`src/hdl/memsys_pkg.sv`:
```
// types for the data-bus responder and the interrupt generator
// irq source order is the rotation order and the irq_o bit index
package memsys_pkg;

  // one transaction outstanding at a time
  typedef enum logic [1:0] {
    IDLE      = 2'd0,
    GNT_WAIT  = 2'd1,
    RESP_WAIT = 2'd2,
    RESP      = 2'd3
  } resp_state_e;

  // external is irq bit 0, software bit 1, timer bit 2
  typedef enum logic [1:0] {
    EXTERNAL = 2'd0,
    SOFTWARE = 2'd1,
    TIMER    = 2'd2
  } irq_src_e;

endpackage

```
`src/hdl/intr_gen.sv`:
```
// interval interrupt source, rotates external, software, timer
// one pending bit set each time the counter reaches intvl_i
// pending bits are write-one-to-clear through ack_i and ack_mask_i
`timescale 1ns/1ps

module intr_gen (
  input  logic       clk_i,
  input  logic       reset_i,
  input  logic       intr_en_i,
  input  logic [7:0] intvl_i,
  input  logic       ack_i,
  input  logic [2:0] ack_mask_i,
  output logic [2:0] pending_o
);

  import memsys_pkg::*;

  irq_src_e   src_q;
  logic [7:0] cnt_q;
  logic [2:0] pending_q;
  logic       fire;
  logic [2:0] set_mask;
  logic [2:0] clr_mask;

  assign fire     = intr_en_i & ~ack_i & (cnt_q == intvl_i);
  assign set_mask = fire ? (3'b001 << src_q) : 3'b000;
  assign clr_mask = ack_i ? ack_mask_i : 3'b000;

  always_ff @(posedge clk_i) begin
    if (reset_i) begin
      src_q     <= EXTERNAL;
      cnt_q     <= '0;
      pending_q <= '0;
    end else begin
      // set and clear never meet since an ack holds off the event
      pending_q <= (pending_q & ~clr_mask) | set_mask;
      if (!intr_en_i || ack_i || fire) begin
        cnt_q <= '0;
      end else begin
        cnt_q <= cnt_q + 1'b1;
      end
      if (fire) begin
        unique case (src_q)
          EXTERNAL: src_q <= SOFTWARE;
          SOFTWARE: src_q <= TIMER;
          default:  src_q <= EXTERNAL;
        endcase
      end
    end
  end

  assign pending_o = pending_q;

  assert property (@(posedge clk_i) disable iff (reset_i) !$isunknown(pending_o));

endmodule

```
`config.mk`:
```
export PLATFORM = sky130hd
export DESIGN_NAME = intr_gen
export DESIGN_NICKNAME = d
export VERILOG_FILES = /design/src/hdl/memsys_pkg.sv /design/src/hdl/intr_gen.sv
export SDC_FILE = /design/constraint.sdc
export NUM_CORES = 1
export LEC_CHECK = 0
export ABC_AREA = 1
export BUFFER_PORTS_ARGS = -buffer_cell sky130_fd_sc_hd__buf_2
export CORE_UTILIZATION = 43
export DETAILED_ROUTE_END_ITERATION = 6
export HOLD_SLACK_MARGIN = 0.06
export PLACE_DENSITY = 0.66
export SLEW_MARGIN = 0
export SYNTH_ARGS = -nofsm -noshare
export SYNTH_HDL_FRONTEND = slang
export SYNTH_SLANG_ARGS = --single-unit
```
`constraint.sdc`:
```
create_clock -name clk_i -period 2.5 [get_ports clk_i]
set_input_delay 0.75 -clock clk_i [delete_from_list [all_inputs] [get_ports clk_i]]
set_output_delay 0.75 -clock clk_i [all_outputs]
set_load 0.05 [all_outputs]
```
# Word level (Yosys, flattened, before mapping)
# Cells that the tools add are included.
# Widths: inputs -> output; s select.
[totals]
ff_bits = 13
out_inout_bits = 3
wordCells = 21
[op_classes]
add_sub_neg = 1
eq_ne = 2
shifts = 1
mux = 3
bitwise_logic = 6
reduce_logical = 5
[ops]
columns = ["cell", "count"]
rows = [
  ["$add 8x1->8 const B", 1],
  ["$eq 8x8->1", 1],
  ["$mux 3", 2],
  ["$pmux 2 s2", 1],
  ["$and 3x3->3", 1],
  ["$not 3->3", 1],
  ["$or 3x3->3", 1],
  ["$shl 1x2->3 const A", 1],
  ["$and 1x1->1", 2],
  ["$eq 2x1->1 const B", 1],
  ["$logic_not 2->1", 1],
  ["$logic_or 1x1->1", 2],
  ["$reduce_or 2->1", 1],
  ["$logic_not 1->1", 1],
  ["$not 1->1", 1],
]

# Depth between registers and ports, before layout
[logic_depth]
depth_word = 5
depth_mapped = 9
depth_no_buf = 9

# Worst setup path after synthesis
# No wires, ideal clock.
[synth_timing]
path_type = "input to register"
from = "input port intvl_i[6]"
to = "register cnt_q[3]"
t_arrival_ns = 1.359
t_required_ns = 2.377
setup_slack_ns = 1.018
stages = 7
n_path_buf = 0
path_cell_list = "inv_1 > nand2_1 > nand2_1 > nor2_1 > nand2_2 > o21ai_4 > nor3b_1"
[synth_between]
elab_chain_cells = 4
[synth_rtl]
columns = ["item", "line_no", "source"]
rows = [
  ["from (decl)", "intr_gen.sv:10", "input logic [7:0] intvl_i,"],
  ["$eq 8x8->1", "intr_gen.sv:25", "assign fire = intr_en_i & ~ack_i & (cnt_q == intvl_i);"],
  ["$and 1x1->1", "intr_gen.sv:25", ""],
  ["$logic_or 1x1->1", "intr_gen.sv:37", "if (!intr_en_i || ack_i || fire) begin"],
  ["$reduce_or 2->1 (no line)", "n/a", ""],
  ["to (signal assigned)", "intr_gen.sv:40", "cnt_q <= cnt_q + 1'b1;"],
  ["to (decl)", "intr_gen.sv:19", "logic [7:0] cnt_q;"],
]
# Every way passes these cells.
# A chain may end at the register's enable or synchronous reset.

# Final worst setup path
[layout_timing]
from = "register pending_q[1], in the netlist pending_o[1]"
to = "output port pending_o[1]"
[layout_rtl]
columns = ["item", "line_no", "source"]
rows = [
  ["from (decl)", "intr_gen.sv:20", "logic [2:0] pending_q;"],
  ["from (signal assigned)", "intr_gen.sv:36", "pending_q <= (pending_q & ~clr_mask) | set_mask;"],
  ["to (decl)", "intr_gen.sv:13", "output logic [2:0] pending_o"],
]
# No word-level cell between the ends.

==> results.md <==
* Fin. Hold Viols at 0
* Final worst-path cycle share at around two thirds
* Max VDD drop at a little under 300 uV
* Die width at approximately 44 um
* Pwr Total at 0.3826 mW
* Delay-heaviest family, CP: flip-flops
* Post-CTS Setup Bufs at 0
* Setup violations, final at 0
* Gpl congestion at 0.7448
* Reg power frac at 54.6%
* Synth top area share at 33.60%
* Largest net degree at the start of global routing at 9
* Hold WC Path Type: reg2reg
* TritonRoute pass-1 iters at 4
* CP Cell Sequence: buf_2
* Switching Fraction at 24.69%
* Ys async rst share at 0%
* Critical path class: reg2out
* Internal at 0.2881 mW
* Clock sink total at 13
* Worst clock skew at 6.811 ps
* Setup_tns at 0 ps
* Die footprint at 1975 um^2
* Core area at 1594 um^2
* Routed WL at 1473 um
* Area Overhead vs Synth at 18.26%
* Fillers at between 150 and 200
* CP Launch Type: flip-flop
* Post-synthesis mux area share at 0%
* Mapped Area at between 700 and 800 um^2
* Ports at 18
* Xor-xnor portion of the synthesized cell area at 4.523%
* Maxcap violations at 0
* Global-route usage over all layers at 17.69%
* Seq. cell area at roughly 260 um^2
* Crit path largest cell delay at between 300 and 400 ps
* Final net count at roughly 170
* Worst-margin pin slew at roughly 250 ps
* Root buffer cell: clkbuf_4
* Cell variety after synth at 18
* Worst path depth at 1
* Number of synthesized flops with an enable pin at 0
* Synth Area in Simple Gates at around two fifths
* Antenna cells at 0
* Crit path to: pending_o[1]
* Synth Area per Inst at 6.098 um^2
* Synth area leaders: dfxtp_1 34%, nand2_1 21%, inv_1 9.7%
* Register area share after synthesis at 33.60%
* CP bufs+invs at 1
* CTS buffer count at 3
* Vias in the first global route at 636
* Antenna Violating Nets Remaining at 0
* Post-synthesis compound-gate area fraction at slightly below 8%
* Combinational fraction of design power at 11.1%
* Post-synthesis adder-cell area fraction at 1.616%
* Status: finished, final reports clean
* Post-Layout Inst Area at 915.9 um^2
* Critical path data required time at roughly 1800 ps
* CTS tree: yes
* Cts repair resizes at 0
* CTS H-tree depth at 1
* NetSw at ~0.094 mW
* RSZ-0062 raised after global routing: false
* Post-Synthesis Cells at 127
* Initial core utilization at 48.59%
* Cell taking the most area after synthesis: dfxtp_1
* Std-Cell Rows at 14
* Crit. End Element: primary output
* Relative slew slack at 83.13%
* First-pass GRT wire length at 2470 um
* Yosys warning total at 0
* Post-DP HPWL at 1226 um
* Top_reg_cell synth: dfxtp_1
* Synth Register Bits at 13
* Area of the multi-input gates at 427.9 um^2
* R2R setup slack at 1200 ps
* Tmin final at 1638 ps
* Initial DRC count at 19
* Initial antenna violation count at 0
* Clk slew on worst S/H paths at 80 ps
* Crit. Startpoint: pending_o[1]$_SDFF_PP0_
* CTS max path bufs at 2
* Wire per inst at about 8.6 um
* Cts hold-fix bufs at 0
* Vias per cell at 4.401
* Top-count cell post-synth: nand2_1
* Reg2Reg Depth at 7
* GRT overflow at 0
* Leak at 0.4358 nW
* Pwr dens at 417.8 nW/um^2
* Clock insertion delay at the later pin of the skew report at about 280 ps
* FF-to-FF End: cnt_q[3]$_SDFF_PP0_
* Die H at 44.44 um
* Share of cells above drive strength 1 at ~20%
* Largest family of logic cells by synthesized area: simple AND/OR/NAND/NOR gates
* DRC at 0
* Clock power share at 34.3%
* Critical R2R Launch: cnt_q[3]$_SDFF_PP0_
* Post-synth net total at 143
* Leading cell types by count after synthesis: 44 x nand2_1, 20 x inv_1, 18 x nor2_1
* Area post-placement at 889.6 um^2
* Via count at 757
* CP max-delay cell: dfxtp_1
* Max Fclk at just over 600 MHz
* Arr. time, crit path at 890 ps
* # port buffers at 17
* CP max FO at 2
* Final Max Tran Viols at 0
-- cell usage in the layout (no fill, tap or decap), drive strengths merged --
| cell | count |
|---|---|
| o21ai | 2 |
| inv | 23 |
| nand3 | 6 |
| clkbuf | 4 |
| or2 | 1 |
| nand2 | 46 |
| buf | 17 |
| xor2 | 2 |
| dfxtp | 13 |
| xnor2 | 2 |
| a21oi | 8 |
| nor3b | 1 |
| nor2 | 20 |
| nand4 | 2 |
| ha | 1 |
-- layer usage --
metal / GRT usage, % / wire length [um]
met2: 30.59 / 659
met4: 5.455 / 9
met3: 7.347 / 75
met5: 0 / 0
met1: 19.65 / 728
-- cell type report --
class | instances | area share (%)
multi-input combinational | 91 | 46.72
timing repair buffer | 17 | 9.290
sequential | 13 | 28.42
clock buffer | 4 | 2.869
inverter | 23 | 9.426
tap | 24 | 3.279
-- how the worst min path moves through the flow --
stage                       startpoint                      end  slack (ps)  cells past startpoint
6_report       pending_o[0]$_SDFF_PP0_  pending_o[0]$_SDFF_PP0_         470                      2
5_1_grt        pending_o[2]$_SDFF_PP0_  pending_o[2]$_SDFF_PP0_         480                      2
4_1_cts        pending_o[0]$_SDFF_PP0_  pending_o[0]$_SDFF_PP0_         470                      2
3_5_place_dp   pending_o[0]$_SDFF_PP0_  pending_o[0]$_SDFF_PP0_         460                      2
3_3_place_gp   pending_o[2]$_SDFF_PP0_  pending_o[2]$_SDFF_PP0_         450                      2
2_1_floorplan      cnt_q[0]$_SDFF_PP0_      cnt_q[0]$_SDFF_PP0_         440                      1
-- state kept, by name, summed over array words and instances (netlist names) --
signal     count
cnt_q          8
src_q          2
pending_o      3
-- stage by stage --
| stage | util, % | hold WS (ps) | std cells | setup slack [ps] |
|---|---|---|---|---|
| global placement | 55.81 | 453.5 | 168 | 773.3 |
| floorplan | - | 440.8 | 127 | 1018 |
| CTS | 57.46 | 473.8 | 172 | 855.9 |
| finish | 57.46 | 471.5 | 172 | 862.3 |
| detailed placement | 55.81 | 462.4 | 168 | 753.4 |
| global route | 57.46 | 482.0 | 172 | 810.1 |
-- logic make-up after synthesis --
family          Yosys count
compound gates           10
xor+xnor                  4
fa+ha+maj                 1
buf+inv                  23
flops                    13
simple gates             76
-- power groups by stage --
| stage | clock network, mW | registers (mW) | logic, mW |
|---|---|---|---|
| 2_1_floorplan | 0 | 0.214 | 0.0247 |
| 3_3_place_gp | 0 | 0.214 | 0.0419 |
| 3_5_place_dp | 0 | 0.214 | 0.0431 |
| 4_1_cts | 0.133 | 0.209 | 0.0433 |
| 5_1_grt | 0.146 | 0.209 | 0.0497 |
| 6_report | 0.131 | 0.209 | 0.0426 |
Note: power is estimated with default switching activity, not from simulation.
