==> src/hdl/memsys_macros.svh <==
// address map and bus sizes shared by RTL and testbench
// RAM window is MEM_WORDS words from MEM_BASE, word aligned only
`ifndef MEMSYS_MACROS_SVH
`define MEMSYS_MACROS_SVH

`define MEM_BASE      32'h8000_0000
`define MEM_WORDS     256
`define MEM_IDX_W     $clog2(`MEM_WORDS)
`define MMIO_IRQ_ADDR 32'h8380_0100

// bit 32 carries the capability tag
`define DATA_W        33
`define WAIT_W        4

`endif

==> src/hdl/memsys_pkg.sv <==
// types for the data-bus responder and the interrupt generator
// irq source order is the rotation order and the irq_o bit index
package memsys_pkg;

  // one transaction outstanding at a time
  typedef enum logic [1:0] {
    IDLE      = 2'd0,
    GNT_WAIT  = 2'd1,
    RESP_WAIT = 2'd2,
    RESP      = 2'd3
  } resp_state_e;

  // external is irq bit 0, software bit 1, timer bit 2
  typedef enum logic [1:0] {
    EXTERNAL = 2'd0,
    SOFTWARE = 2'd1,
    TIMER    = 2'd2
  } irq_src_e;

endpackage

==> src/hdl/dbus_if.sv <==
// single-port memory side of the data bus
// mem_en is a one-cycle strobe, read data is registered by the memory
`timescale 1ns/1ps
`include "memsys_macros.svh"

interface dbus_if;

  logic                  mem_en;
  logic                  mem_we;
  logic [3:0]            mem_be;
  logic [`MEM_IDX_W-1:0] mem_idx;
  logic [`DATA_W-1:0]    mem_wdata;
  logic [`DATA_W-1:0]    mem_rdata;

  modport responder (
    output mem_en, mem_we, mem_be, mem_idx, mem_wdata,
    input  mem_rdata
  );

  modport sram (
    input  mem_en, mem_we, mem_be, mem_idx, mem_wdata,
    output mem_rdata
  );

endinterface

==> src/hdl/stall_gen.sv <==
// pseudo-random wait counter, count is LFSR mod (wmax_i+1)
// a zero count gives done_o in the load cycle, count k gives it k cycles later
`timescale 1ns/1ps
`include "memsys_macros.svh"

module stall_gen #(
  parameter logic [15:0] SEED = 16'hace1
) (
  input  logic               clk_i,
  input  logic               reset_i,
  input  logic               load_i,
  input  logic [`WAIT_W-1:0] wmax_i,
  output logic               done_o
);

  logic [15:0]        lfsr_q;
  logic [15:0]        mod_full;
  logic [`WAIT_W:0]   range;
  logic [`WAIT_W-1:0] pick;
  logic [`WAIT_W-1:0] cnt_q;

  assign range    = {1'b0, wmax_i} + 1'b1;
  assign mod_full = lfsr_q % {{(15 - `WAIT_W){1'b0}}, range};
  assign pick     = mod_full[`WAIT_W-1:0];

  always_ff @(posedge clk_i) begin
    if (reset_i) begin
      lfsr_q <= SEED;
      cnt_q  <= '0;
    end else begin
      // x^16 + x^14 + x^13 + x^11 + 1
      lfsr_q <= {lfsr_q[14:0], lfsr_q[15] ^ lfsr_q[13] ^ lfsr_q[12] ^ lfsr_q[10]};
      if (load_i) begin
        cnt_q <= (pick == '0) ? '0 : pick - 1'b1;
      end else if (cnt_q != '0) begin
        cnt_q <= cnt_q - 1'b1;
      end
    end
  end

  assign done_o = load_i ? (pick == '0) : (cnt_q == '0);

endmodule

==> src/hdl/dbus_responder.sv <==
// req/gnt/rvalid responder, one transfer outstanding, no response back-pressure
// requester holds req and payload until gnt; unmapped addresses give err_o
// MMIO write acks pending bits in wdata 2:0, MMIO read returns them
`timescale 1ns/1ps
`include "memsys_macros.svh"

module dbus_responder (
  input  logic               clk_i,
  input  logic               reset_i,
  input  logic               req_i,
  input  logic               we_i,
  input  logic [3:0]         be_i,
  input  logic [31:0]        addr_i,
  input  logic [`DATA_W-1:0] wdata_i,
  output logic               gnt_o,
  output logic               rvalid_o,
  output logic               err_o,
  output logic [`DATA_W-1:0] rdata_o,
  input  logic [`WAIT_W-1:0] gnt_wmax_i,
  input  logic [`WAIT_W-1:0] resp_wmax_i,
  dbus_if.responder          mem,
  input  logic [2:0]         pending_i,
  output logic               irq_ack_o,
  output logic [2:0]         irq_ack_mask_o
);

  import memsys_pkg::*;

  resp_state_e        state_q, state_d;
  logic               gnt_load, gnt_done;
  logic               resp_done;
  logic [31:0]        ram_off;
  logic               is_ram, is_mmio;
  logic               rsp_err_q, rsp_ram_q;
  logic [`DATA_W-1:0] rsp_data_q;

  assign ram_off = addr_i - `MEM_BASE;
  assign is_ram  = ram_off < 32'(`MEM_WORDS * 4);
  assign is_mmio = (addr_i & ~32'h3) == `MMIO_IRQ_ADDR;

  // grant wait starts when a request is seen in IDLE
  assign gnt_load = (state_q == IDLE) & req_i;
  assign gnt_o    = req_i & gnt_done & ((state_q == IDLE) | (state_q == GNT_WAIT));

  stall_gen #(.SEED(16'hace1)) u_gnt_stall (
    .clk_i   (clk_i),
    .reset_i (reset_i),
    .load_i  (gnt_load),
    .wmax_i  (gnt_wmax_i),
    .done_o  (gnt_done)
  );

  // response wait loads at the accepting cycle
  stall_gen #(.SEED(16'h5a3c)) u_resp_stall (
    .clk_i   (clk_i),
    .reset_i (reset_i),
    .load_i  (gnt_o),
    .wmax_i  (resp_wmax_i),
    .done_o  (resp_done)
  );

  always_comb begin
    state_d = state_q;
    unique case (state_q)
      IDLE, GNT_WAIT: begin
        if (gnt_o) begin
          state_d = resp_done ? RESP : RESP_WAIT;
        end else if (req_i) begin
          state_d = GNT_WAIT;
        end
      end
      RESP_WAIT: begin
        if (resp_done) begin
          state_d = RESP;
        end
      end
      RESP: state_d = IDLE;
      default: state_d = IDLE;
    endcase
  end

  always_ff @(posedge clk_i) begin
    if (reset_i) begin
      state_q   <= IDLE;
      rsp_err_q <= 1'b0;
      rsp_ram_q <= 1'b0;
    end else begin
      state_q <= state_d;
      if (gnt_o) begin
        rsp_err_q <= ~is_ram & ~is_mmio;
        rsp_ram_q <= is_ram & ~we_i;
      end
    end
  end

  // mmio read data sampled at the accepting edge
  always_ff @(posedge clk_i) begin
    if (gnt_o) begin
      rsp_data_q <= (is_mmio & ~we_i) ? {{(`DATA_W - 3){1'b0}}, pending_i} : '0;
    end
  end

  assign mem.mem_en    = gnt_o & is_ram;
  assign mem.mem_we    = we_i;
  assign mem.mem_be    = be_i;
  assign mem.mem_idx   = ram_off[`MEM_IDX_W+1:2];
  assign mem.mem_wdata = wdata_i;

  assign irq_ack_o      = gnt_o & is_mmio & we_i;
  assign irq_ack_mask_o = wdata_i[2:0];

  assign rvalid_o = (state_q == RESP);
  assign err_o    = rvalid_o & rsp_err_q;
  assign rdata_o  = rsp_ram_q ? mem.mem_rdata : rsp_data_q;

  // requester holds the request and its payload until the grant
  assert property (@(posedge clk_i) disable iff (reset_i)
    req_i && !gnt_o |=> req_i && $stable({we_i, be_i, addr_i, wdata_i}));

  // an accepted transfer decodes a known address
  assert property (@(posedge clk_i) disable iff (reset_i)
    gnt_o |-> !$isunknown({we_i, addr_i}));

endmodule

==> src/flat_wrapper.sv <==
// flat-port wrapper written by rule: the top's interface ports become plain ports
module dbus_responder_flat import memsys_pkg::*;
  (clk_i, reset_i, req_i, we_i, be_i, addr_i, wdata_i, gnt_o, rvalid_o, err_o, rdata_o, gnt_wmax_i, resp_wmax_i, pending_i, irq_ack_o, irq_ack_mask_o, mem_mem_en, mem_mem_we, mem_mem_be, mem_mem_idx, mem_mem_wdata, mem_mem_rdata);
  dbus_if mem_i ();
  input  logic clk_i;
  input  logic reset_i;
  input  logic req_i;
  input  logic we_i;
  input  logic [3:0] be_i;
  input  logic [31:0] addr_i;
  input  logic [`DATA_W-1:0] wdata_i;
  output logic gnt_o;
  output logic rvalid_o;
  output logic err_o;
  output logic [`DATA_W-1:0] rdata_o;
  input  logic [`WAIT_W-1:0] gnt_wmax_i;
  input  logic [`WAIT_W-1:0] resp_wmax_i;
  input  logic [2:0] pending_i;
  output logic irq_ack_o;
  output logic [2:0] irq_ack_mask_o;
  output wire logic [$bits(mem_i.mem_en)-1:0] mem_mem_en;
  output wire logic [$bits(mem_i.mem_we)-1:0] mem_mem_we;
  output wire logic [$bits(mem_i.mem_be)-1:0] mem_mem_be;
  output wire logic [$bits(mem_i.mem_idx)-1:0] mem_mem_idx;
  output wire logic [$bits(mem_i.mem_wdata)-1:0] mem_mem_wdata;
  input wire logic [$bits(mem_i.mem_rdata)-1:0] mem_mem_rdata;
  assign mem_mem_en = mem_i.mem_en;
  assign mem_mem_we = mem_i.mem_we;
  assign mem_mem_be = mem_i.mem_be;
  assign mem_mem_idx = mem_i.mem_idx;
  assign mem_mem_wdata = mem_i.mem_wdata;
  assign mem_i.mem_rdata = mem_mem_rdata;
  dbus_responder u_core (.clk_i(clk_i), .reset_i(reset_i), .req_i(req_i), .we_i(we_i), .be_i(be_i), .addr_i(addr_i), .wdata_i(wdata_i), .gnt_o(gnt_o), .rvalid_o(rvalid_o), .err_o(err_o), .rdata_o(rdata_o), .gnt_wmax_i(gnt_wmax_i), .resp_wmax_i(resp_wmax_i), .mem(mem_i), .pending_i(pending_i), .irq_ack_o(irq_ack_o), .irq_ack_mask_o(irq_ack_mask_o));
endmodule
==> config.mk <==
export PLATFORM = sky130hd
export DESIGN_NAME = dbus_responder_flat
export DESIGN_NICKNAME = d
export VERILOG_FILES = /design/src/hdl/memsys_pkg.sv /design/src/hdl/dbus_if.sv /design/src/hdl/stall_gen.sv /design/src/hdl/dbus_responder.sv /design/src/flat_wrapper.sv
export VERILOG_INCLUDE_DIRS = /design/src /design/src/hdl
export SDC_FILE = /design/constraint.sdc
export NUM_CORES = 1
export LEC_CHECK = 0
export ABC_AREA = 1
export BUFFER_PORTS_ARGS = -buffer_cell sky130_fd_sc_hd__buf_4
export CORE_MARGIN = 1.5
export CORE_UTILIZATION = 50
export CTS_BUF_LIST = sky130_fd_sc_hd__clkbuf_4
export DETAILED_ROUTE_END_ITERATION = 16
export PLACE_DENSITY_LB_ADDON = 0.15
export SYNTH_ARGS = -nofsm -noshare
export SYNTH_HDL_FRONTEND = slang
export SYNTH_HIERARCHICAL = 1
export SYNTH_SLANG_ARGS = --single-unit
==> constraint.sdc <==
create_clock -name clk_i -period 93.5 [get_ports clk_i]
set_input_delay 14.025 -clock clk_i [delete_from_list [all_inputs] [get_ports clk_i]]
set_output_delay 14.025 -clock clk_i [all_outputs]
set_load 0.02 [all_outputs]
======== After elaboration in Yosys (flattened, before gate mapping) ========
Index checks and enable logic that the tools add are counted.
word-level totals
  register bits ........................... 77
  word-level logic and storage cells ...... 70
  output and inout bits ................... 87
operators by class
  $add $sub $neg .......................... 7
  mux-type cells .......................... 14
  div/mod/pow operators ................... 2
  bitwise logic cells ..................... 20
  eq/ne operators ......................... 6
  magnitude comparators ................... 1
  reductions and logical operators ........ 11
operators by type and width
  operator                  count
  $mux W33                  1
  $lt A32 B11 Y1 const B    1
  $mod A16 B5 Y16           2
  $sub A32 B32 Y32 const B  1
  $eq A30 B30 Y1 const B    1
  $mux W4                   6
  $logic_not A4 Y1          4
  $sub A4 B1 Y4 const B     4
  $add A4 B1 Y5 const B     2
  $and A1 B1 Y1             10
  $reduce_bool A4 Y1        2
  $mux W2                   3
  $pmux W2 S3               1
  $xor A1 B1 Y1             6
  $eq A2 B2 Y1 const B      2
  $reduce_bool A2 Y1        2
  $mux W1                   3
  $ne A3 B2 Y1 const B      1
  $not A1 Y1                3
  $eq A2 B1 Y1 const B      1
  $logic_not A2 Y1          1
  $ne A2 B1 Y1 const B      1
  $reduce_and A2 Y1         1
  $reduce_or A2 Y1          1
  $or A1 B1 Y1              1

======== Logic depth before layout (Yosys ltp) ========
Gate-level depths: netlist of the first run.
  depth after elaboration ................. 10
  gate-level depth with buffers ........... 201

======== Cells and area by module ========
Netlist of the first run, hierarchy kept.
modules (own cells, without submodules)
  module                            area each (sq um)  cells each  instances
  stall_gen at u_core.u_gnt_stall   6,389.9            1,069       1
  stall_gen at u_core.u_resp_stall  6,214.7            1,054       1
  dbus_responder                    1,159.9            204         1

======== Worst setup path before layout of the first run ========
OpenSTA, ideal clock, no wires.
  path type ............................... input to output
  from .................................... input gnt_wmax_i[0]
  to ...................................... output irq_ack_o
  stages on the path ...................... 184
  path slack .............................. 42.025 ns
  arrival ................................. 37.450 ns
  path through ............................ ha_1 > nand2_1 > nor2_4 > nor2_4 > nand3_1 > nand2_1 > nand2_1 > ha_1 > o21ai_1 > nand2_1 > nand3_4 > nand2_1 > o21ai_1 > ha_1 > inv_1 > o21bai_1 > nand2_1 > nand2_1 > (+148 left out) > ha_1 > a21oi_1 > a21oi_1 > o21ai_0 > inv_1 > nand2_1 > nand3_2 > nor2_4 > nand2_2 > nand2_1 > nand2_2 > nor2_4 > nand2_1 > o21ai_1 > nand2_2 > nor2_4 > nand2_1 > nor3_1
between the ends
  word-level cells in the longest chain between the ends .. 8
ends and longest elaborated chain
  what                         RTL line               text
  from (decl)                  flat_wrapper.sv:16     input logic [`WAIT_W-1:0] gnt_wmax_i;
  $add A4 B1 Y5                stall_gen.sv:22        assign range = {1'b0, wmax_i} + 1'b1;
  $mod A16 B5 Y16              stall_gen.sv:23        assign mod_full = lfsr_q % {{(15 - `WAIT_W){1'b0}}, range};
  $logic_not A4 Y1             stall_gen.sv:41        assign done_o = load_i ? (pick == '0) : (cnt_q == '0);
  $mux W1                      stall_gen.sv:41
  via u_core.gnt_done          dbus_responder.sv:30   logic gnt_load, gnt_done;
  $and A1 B1 Y1 (2 in series)  dbus_responder.sv:43   assign gnt_o = req_i & gnt_done & ((state_q == IDLE) | (state_q == GNT_WAIT));
  via gnt_o                    flat_wrapper.sv:12     output logic gnt_o;
  $and A1 B1 Y1 (2 in series)  dbus_responder.sv:109  assign irq_ack_o = gnt_o & is_mmio & we_i;
  to (decl)                    flat_wrapper.sv:19     output logic irq_ack_o;
The timed path passes the listed nets, and every way through them passes these cells.

======== Worst setup path after layout of the first run ========
  from .................................... input gnt_wmax_i[0]
  to ...................................... output mem_mem_en
between the ends
  word-level cells in the longest chain between the ends .. 7
ends and longest elaborated chain
  what                         RTL line               text
  $add A4 B1 Y5                stall_gen.sv:22
  $mod A16 B5 Y16              stall_gen.sv:23
  $logic_not A4 Y1             stall_gen.sv:41
  $mux W1                      stall_gen.sv:41
  via u_core.gnt_done          dbus_responder.sv:30
  $and A1 B1 Y1 (2 in series)  dbus_responder.sv:43
  $and A1 B1 Y1                dbus_responder.sv:103  assign mem.mem_en = gnt_o & is_ram;
  to (decl)                    flat_wrapper.sv:21     output wire logic [$bits(mem_i.mem_en)-1:0] mem_mem_en;
The timed path passes the listed nets, and every way through them passes these cells.

==> flow_summary.yaml, run 1 <==
route:
  ant_nets: 0
  drtIter0Drc: 577
  dr_total_vias: 13600
  avgViaCountPerCell: 5.02
  dr.pass1.iters: 4
  post_drt_wl_per_cell_microns: 11.8
  drc: 0
  wirelength_mm: 32.1
cts:
  h-tree-depth: 2
  clk_latency_ns: 0.38
  cts_buffers: 5
  post-cts-setup-buffers: 0
  cts_tree: "yes"
  clk_path_buf_depth: 2
  cts-root-buf: "clkbuf_4"
  clk_pin_slew_ns: 0.14
  clock_sinks: 47
  ctsHoldBuffers: 0
  postCtsResizedCells: 0
synth:
  ys_ff_latch: 47
  yosys-top-cells-area: "nand2_1 17%, ha_1 13%, inv_1 10%, nand3_1 6.8%, dfxtp_1 6.4%"
  synth_top_area_share_pct: 17.0
  synth_top_cell_by_area: "nand2_1"
  avgSynthCellArea_sq_um: 5.92
  syn_nets: 2592
  netlist_instances: 2327
  yosys_warnings: 6
  synth_edf_count: 3
  synth_ff_type: "dfxtp_1"
  ys_seq_area_share_pct: 7.05
  ys_types: 58
  syn_area_sq_um: 13800
  async_flop_share_pct: 0
place:
  io_buffers: 124
  dp_hpwl_mm: 27.0
  gp_congestion: 0.907
  post_dp_cell_area_sq_um: 14600
  dpl.cell_count: 2706
hold_path:
  min_to: "u_core/u_gnt_stall/lfsr_q[3]$_SDFF_PP0_"
  min_path_cells: 2
  min-delay-path-class: "flip-flop to flip-flop"
  min-delay-start: "u_core/u_gnt_stall/lfsr_q[2]$_SDFF_PP0_"
critical_path:
  r2r_end: "u_core/state_q[0]$_SDFFE_PP0P_"
  worst-path-buf-inv: 31
  critPathTopFamily: "simple AND/OR/NAND/NOR gates"
  cp.arrival_ns: 41.48
  cp_slowest_cell: "nand2_2"
  worstPathMaxFanout: 19
  r2r_slack_ns: 65.83
  cp-start-kind: "primary input"
  required_ns: 79.48
  reg2reg_from: "u_core/u_gnt_stall/lfsr_q[15]$_SDFF_PP1_"
  criticalPathCategory: "primary input to output pin"
  reg2reg_depth: 183
  crit_top_cell: "nand2_1"
  critPathMaxStageDelay_ns: 0.43
  endpoint_kind: "output pin"
sta:
  tns_ns: 0
  hold_viol_final: 0
  setup_viol: 0
  fmax_mhz: 18.0
  min_period_ns: 55.50
  drv_slew: 0
  slew_headroom_pct: 24.0
  period_share_pct: 59.4
  rsz0062_at_grt: "no"
  clock_skew_ns: 0.0120
  worstMarginPinSlew_ns: 1.14
grt:
  grt_pass1_wl_mm: 55.0
  grt_pass1_vias: 12600
  antenna_found_initial: 1
  grt-ovfl-total: 0
  grt_usage_pct: 22.4
  grt_start_max_net_pins: 35
final_layout:
  final_net_count: 2637
  n_fill_cell: 2842
  syn_to_final_growth_pct: 6.17
  stdcell_count: 2715
  drive_gt1_share_pct: 16.1
  fin_area_sq_um: 14600
  fin_util_pct: 54.2
floorplan:
  dieArea_sq_um: 28500
  die_h_microns: 169
  rows: 60
  start_util_pct: 51.1
  io_pins: 204
  core_sq_um: 27000
  die_w_microns: 169
flow_run:
  cap_viol_max_count: 0
run_status:
  status: "finished, final reports clean"
Yosys cell counts, types with 6 or more instances:
master and instances:
a21o_1 10, a21oi_1 70, a21oi_2 6, buf_4 50, buf_6 7, clkbuf_1 29, clkinv_1 9, dfxtp_1 44
ha_1 146, inv_1 378, inv_2 28, nand2_1 623, nand2_2 53, nand2_4 14, nand3_1 186, nand3_2 35
nand3_4 10, nand3b_1 9, nand4_1 48, nor2_1 156, nor2_2 18, nor2_4 30, nor3_1 19, o211ai_1 6
o21ai_0 109, o21ai_1 22, o21bai_1 22, or2_1 8, or2_2 25, xnor2_1 35, xor2_1 63
area by class of cell:
class / count / area [sq um] / area share (%)
inverter: 416 / 1560 / 10.7
tap: 341 / 427 / 2.92
multi-input combinational: 1776 / 10600 / 72.9
antenna: 1 / 2.50 / 0.0171
sequential: 47 / 971 / 6.64
clock buffer: 6 / 45.0 / 0.308
timing repair buffer: 126 / 946 / 6.47
clock inverter: 2 / 12.5 / 0.0856
cell usage in the layout, fill, tap and decap left out, types with 6 or more instances in the layout:
master / instances
a21o_1: 10
a21oi_1: 70
a21oi_2: 6
buf_4: 126
clkbuf_4: 6
clkinv_1: 10
dfxtp_1: 44
ha_1: 146
inv_1: 378
inv_2: 28
nand2_1: 623
nand2_2: 53
nand2_4: 14
nand3_1: 186
nand3_2: 35
nand3_4: 10
nand3b_1: 9
nand4_1: 48
nor2_1: 156
nor2_2: 18
nor2_4: 30
nor3_1: 19
o211ai_1: 6
o21ai_0: 109
o21ai_1: 22
o21bai_1: 22
or2_1: 8
or2_2: 25
xnor2_1: 35
xor2_1: 63
metrics by stage:
| step | worst slack (ns) | hold slack [ns] |
|---|---|---|
| 3_3_place_gp | 38.42 | 0.435 |
| 2_1_floorplan | 42.02 | 0.411 |
| 4_1_cts | 37.90 | 0.450 |
| 5_1_grt | 34.79 | 0.481 |
| 6_report | 38.00 | 0.449 |
| 3_5_place_dp | 38.03 | 0.437 |
how the worst max path moves through the flow:
stage	from	endpoint	slack, ns	cells past startpoint
6_report	gnt_wmax_i[0]	mem_mem_en	38.00	182
5_1_grt	gnt_wmax_i[0]	mem_mem_en	34.79	185
4_1_cts	gnt_wmax_i[0]	mem_mem_en	37.90	182
3_5_place_dp	gnt_wmax_i[0]	mem_mem_en	38.03	182
3_3_place_gp	gnt_wmax_i[0]	mem_mem_en	38.42	178
2_1_floorplan	gnt_wmax_i[0]	irq_ack_o	42.02	184
worst register-to-register path: cells and delay by family (launching register included):
kind            cells  cell delay [ns]
compound gates     49             8.51
fa+ha+maj          16             4.95
buf+inv            29             2.47
flops               1             0.37
simple gates       89            11.23
state kept, by name, indices dropped and copies added, names as in the netlist:
signal,count
u_core/rsp_data_q,3
u_core/rsp_err_q,1
u_core/rsp_ram_q,1
u_core/state_q,2
u_core/u_gnt_stall/cnt_q,4
u_core/u_gnt_stall/lfsr_q,16
u_core/u_resp_stall/cnt_q,4
u_core/u_resp_stall/lfsr_q,16
layer usage:
layer / part of all wire [%] / up-vias / wire [microns] / global-route usage [%]
li1: - / 7457 / - / -
met1: 48 / 6046 / 15300 / 28.2
met2: 50 / 101 / 16100 / 42.3
met3: 1.3 / 31 / 411 / 1.33
met4: 0.94 / 0 / 303 / 3.77
met5: 0 / - / 0 / 0
kinds of logic after synthesis:
| family | synth area share, % |
|---|---|
| AND/OR/NAND/NOR | 46.0 |
| buffers and inverters | 15.6 |
| AO/OA/AOI/OAI | 11.3 |
| flip-flops | 7.05 |
| XOR/XNOR | 6.24 |
| adder cells (fa/ha/maj) | 13.6 |
| multiplexers | 0.245 |
Power of run 1 is left out: the tool's default activity adds up to more than one toggle a clock period on the data nets, which glitch-free logic cannot reach.
==> run 2: changes to the inputs <==
- clock period: 93.5 -> 48.8 ns (I/O delays scaled with it)
==> run 2 against run 1 <==
Setup slack worse by 31 ns. Core utilization hardly changed. Via count is 0.53% higher. Cell area is essentially flat. Routed wire length shrank 0.22%. Final cell count stayed put. Non-clock buffer count is the same. Register-to-register slack worse by 44 ns. Sequential cell count unchanged. First-iteration DRC count grew 9.4%. Critical path type unchanged. Highest routed layer unchanged.
==> flow_summary.yaml, run 2 (same netlist as run 1, synthesis figures left out) <==
run_status:
  status: "finished, final reports clean"
critical_path:
  crit_top_cell: "nand2_1"
  cp_slowest_cell: "nand2_2"
  criticalPathCategory: "primary input to output pin"
  required_ns: 41.48
  critPathMaxStageDelay_ns: 0.44
  reg2reg_from: "u_core/u_gnt_stall/lfsr_q[15]$_SDFF_PP1_"
  endpoint_kind: "output pin"
  r2r_slack_ns: 21.44
  cp-start-kind: "primary input"
  r2r_end: "u_core/state_q[0]$_SDFFE_PP0P_"
  reg2reg_depth: 180
  worstPathMaxFanout: 19
  cp.arrival_ns: 34.53
grt:
  grt_pass1_vias: 12600
  grt_usage_pct: 22.2
  grt_pass1_wl_mm: 54.6
  grt_start_max_net_pins: 35
  grt-ovfl-total: 0
  antenna_found_initial: 1
final_layout:
  fin_area_sq_um: 14600
  layout_common_cells: "623 x nand2_1, 378 x inv_1, 186 x nand3_1, 156 x nor2_1, 146 x ha_1"
  n_fill_cell: 2763
  final_net_count: 2637
  stdcell_count: 2715
  final_common_cell: "nand2_1"
  drive_gt1_share_pct: 16.1
  largest_registers: "u_core/u_gnt_stall/lfsr_q: 16 flops, u_core/u_resp_stall/lfsr_q: 16 flops"
  syn_to_final_growth_pct: 6.18
cts:
  cts-root-buf: "clkbuf_4"
  cts_tree: "yes"
  postCtsResizedCells: 0
  clk_pin_slew_ns: 0.15
  h-tree-depth: 2
  cts_buffers: 5
  clock_sinks: 47
  post-cts-setup-buffers: 0
  ctsHoldBuffers: 0
  clk_latency_ns: 0.38
  clk_path_buf_depth: 2
floorplan:
  die_w_microns: 169
  io_pins: 204
  dieArea_sq_um: 28500
  start_util_pct: 51.1
  die_h_microns: 169
  rows: 60
  core_sq_um: 27000
hold_path:
  min-delay-start: "u_core/u_resp_stall/lfsr_q[9]$_SDFF_PP1_"
  min-delay-path-class: "flip-flop to flip-flop"
  min_to: "u_core/u_resp_stall/lfsr_q[10]$_SDFF_PP0_"
  min_path_cells: 2
sta:
  fin_ws_ns: 6.95
  fmax_mhz: 23.9
  worstMarginPinSlew_ns: 1.13
  hold_viol_final: 0
  period_share_pct: 85.8
  slew_headroom_pct: 24.4
  drv_slew: 0
  rsz0062_at_grt: "no"
  clock_skew_ns: 0.0171
  tns_ns: 0
  setup_viol: 0
  min_period_ns: 41.85
place:
  post_dp_cell_area_sq_um: 14600
  dpl_worst_slack_ns: 6.94
  dp_hpwl_mm: 26.7
  dpl.cell_count: 2706
  io_buffers: 124
  gp_congestion: 0.902
route:
  dr_total_vias: 13700
  drc: 0
  avgViaCountPerCell: 5.05
  post_drt_wl_per_cell_microns: 11.8
  dr.pass1.iters: 5
  drtIter0Drc: 631
  wirelength_mm: 32.0
  ant_nets: 0
flow_run:
  cap_viol_max_count: 0
-- run 2: final cells by class --
type                    count  area [sq um]  area share, %
flip-flops and latches     47           971           6.64
multi-input cells        1776         10600           72.8
inverters                 416          1560           10.7
clock buffers               6          45.0          0.308
clock inverters             2          13.8         0.0942
repair buffers            126           946           6.47
diodes                      1          2.50         0.0171
well taps                 341           427           2.92
-- run 2: critical path, delay by kind of cell --
family / cells / cell delay [ns]
simple gates: 88 / 11.86
buf+inv: 29 / 2.54
fa+ha+maj: 15 / 4.65
compound gates: 46 / 8.10
-- run 2: worst max path at each step --
stage             startpoint    endpoint  slack, ns
2_1_floorplan  gnt_wmax_i[0]   irq_ack_o      10.73
3_3_place_gp   gnt_wmax_i[0]  mem_mem_en       7.31
3_5_place_dp   gnt_wmax_i[0]  mem_mem_en       6.94
4_1_cts        gnt_wmax_i[0]  mem_mem_en       6.84
5_1_grt        gnt_wmax_i[0]  mem_mem_en       3.46
6_report       gnt_wmax_i[0]  mem_mem_en       6.95
-- run 2: layer usage --
layer | share of wire (%) | wire length, microns | track usage, % | vias up
li1 | - | - | - | 7470
met1 | 47 | 15100 | 27.7 | 6079
met2 | 50 | 16100 | 42.0 | 125
met3 | 1.7 | 529 | 1.45 | 33
met4 | 1.1 | 340 | 3.77 | 0
met5 | 0 | 0 | 0 | -
-- run 2: stage by stage --
| step | utilization [%] | hold slack [ns] |
|---|---|---|
| floorplan | - | 0.411 |
| global placement | 54.0 | 0.434 |
| detailed placement | 54.0 | 0.437 |
| CTS | 54.2 | 0.454 |
| global route | 54.2 | 0.484 |
| finish | 54.2 | 0.453 |
Power of run 2 is left out for the same reason.
==> run 3: changes to the inputs <==
- CTS_BUF_LIST: sky130_fd_sc_hd__clkbuf_4 -> unset
==> run 3 against run 2 <==
Clock-buffer cell count did not move. Clock skew shrank 0.0076 ns. Sequential cell count unchanged. Die area did not move. Hold slack worse by 0.0068 ns. Global-route usage up 0.060 points. Sequential share of layout area is essentially flat. Setup slack got worse by 0.012 ns. Via count is essentially flat. Routed wire length hardly changed. Register-to-register slack worse by 0.02 ns. Critical path type unchanged. First-iteration DRC count decreased by 2.2%.
==> flow_summary.yaml, run 3 (same netlist as run 1, synthesis figures left out) <==
run_status:
  status: "finished, final reports clean"
sta:
  fmax_mhz: 23.9
  slew_headroom_pct: 24.3
  setup_viol: 0
  min_period_ns: 41.86
  hold_viol_final: 0
  drv_slew: 0
  tns_ns: 0
  clock_skew_ns: 0.00959
  period_share_pct: 85.8
  rsz0062_at_grt: "no"
  worstMarginPinSlew_ns: 1.13
route:
  post_drt_wl_per_cell_microns: 11.8
  drtIter0Drc: 617
  drc: 0
  wirelength_mm: 32.1
  dr_total_vias: 13700
  avgViaCountPerCell: 5.05
  ant_nets: 0
  dr.pass1.iters: 5
final_layout:
  n_fill_cell: 2749
  diodes: 0
  largest_registers: "u_core/u_gnt_stall/lfsr_q: 16 flops, u_core/u_resp_stall/lfsr_q: 16 flops"
  fin_area_sq_um: 14700
  layout_common_cells: "623 x nand2_1, 378 x inv_1, 186 x nand3_1, 156 x nor2_1, 146 x ha_1"
  fin_util_pct: 54.5
  syn_to_final_growth_pct: 6.77
  drive_gt1_share_pct: 16.1
  final_net_count: 2637
  final_common_cell: "nand2_1"
grt:
  grt_start_max_net_pins: 35
  grt_usage_pct: 22.3
  grt_pass1_vias: 12600
  grt-ovfl-total: 0
  grt_pass1_wl_mm: 54.7
  antenna_found_initial: 0
critical_path:
  r2r_slack_ns: 21.42
  endpoint_kind: "output pin"
  worstPathMaxFanout: 19
  cp.arrival_ns: 34.54
  required_ns: 41.48
  critPathMaxStageDelay_ns: 0.43
  cp_slowest_cell: "nand2_2"
  crit_top_cell: "nand2_1"
  criticalPathCategory: "primary input to output pin"
  cp-start-kind: "primary input"
cts:
  clk_latency_ns: 0.29
  clk_path_buf_depth: 2
  post-cts-setup-buffers: 0
  cts_buffers: 5
  h-tree-depth: 2
  clk_pin_slew_ns: 0.07
  cts_tree: "yes"
  cts-root-buf: "clkbuf_16"
  clock_sinks: 47
  postCtsResizedCells: 0
  ctsHoldBuffers: 0
floorplan:
  die_w_microns: 169
  start_util_pct: 51.1
  die_h_microns: 169
  core_sq_um: 27000
  io_pins: 204
  rows: 60
  dieArea_sq_um: 28500
place:
  io_buffers: 124
  post_dp_cell_area_sq_um: 14600
  gp_congestion: 0.902
  dp_hpwl_mm: 26.7
flow_run:
  cap_viol_max_count: 0
hold_path:
  min-delay-path-class: "flip-flop to flip-flop"
-- run 3: changes by cell type in the layout (fill, tap and decap cells not counted) --
cell and change:
clkbuf_4 -6, clkbuf_16 +5, clkbuf_1 +1, diode_2 -1
-- run 3: area by class of cell --
cell class                 instances  area (sq um)  area share, %
clock buffer                       6           129          0.877
clock inverter                     2          13.8         0.0936
inverter                         416          1560           10.6
multi-input combinational       1776         10600           72.4
sequential                        47           971           6.61
tap                              341           427           2.90
timing repair buffer             126           946           6.44
-- run 3: final timing paths --
check,start,endpoint,depth (start not counted)
max,gnt_wmax_i[0],mem_mem_en,178
min,u_core/u_gnt_stall/lfsr_q[2]$_SDFF_PP0_,u_core/u_gnt_stall/lfsr_q[3]$_SDFF_PP0_,2
max reg2reg,u_core/u_gnt_stall/lfsr_q[15]$_SDFF_PP1_,u_core/state_q[0]$_SDFFE_PP0P_,180
min reg2reg,u_core/u_gnt_stall/lfsr_q[2]$_SDFF_PP0_,u_core/u_gnt_stall/lfsr_q[3]$_SDFF_PP0_,2
-- run 3: per-stage QoR --
step	worst slack, ns	std cells	hold slack (ns)
after floorplan	10.73	2327	0.411
after global placement	7.31	2706	0.434
after detailed placement	6.94	2706	0.437
after CTS	6.84	2714	0.447
after global routing	3.46	2714	0.474
final	6.94	2714	0.446
-- run 3: worst max-delay path: cells and delay by family --
kind | cells | cell delay [ns]
buffers and inverters | 29 | 2.54
AND/OR/NAND/NOR | 88 | 11.86
adder cells (fa/ha/maj) | 15 | 4.65
AO/OA/AOI/OAI | 46 | 8.09
-- run 3: per-layer routing --
| layer | track usage [%] | vias to the layer above | part of all wire, % |
|---|---|---|---|
| met5 | 0 | - | 0 |
| met4 | 3.80 | 0 | 1.0 |
| met3 | 1.50 | 33 | 1.7 |
| met2 | 42.1 | 124 | 50 |
| met1 | 27.8 | 6071 | 47 |
| li1 | - | 7470 | - |
Power of run 3 is left out for the same reason.
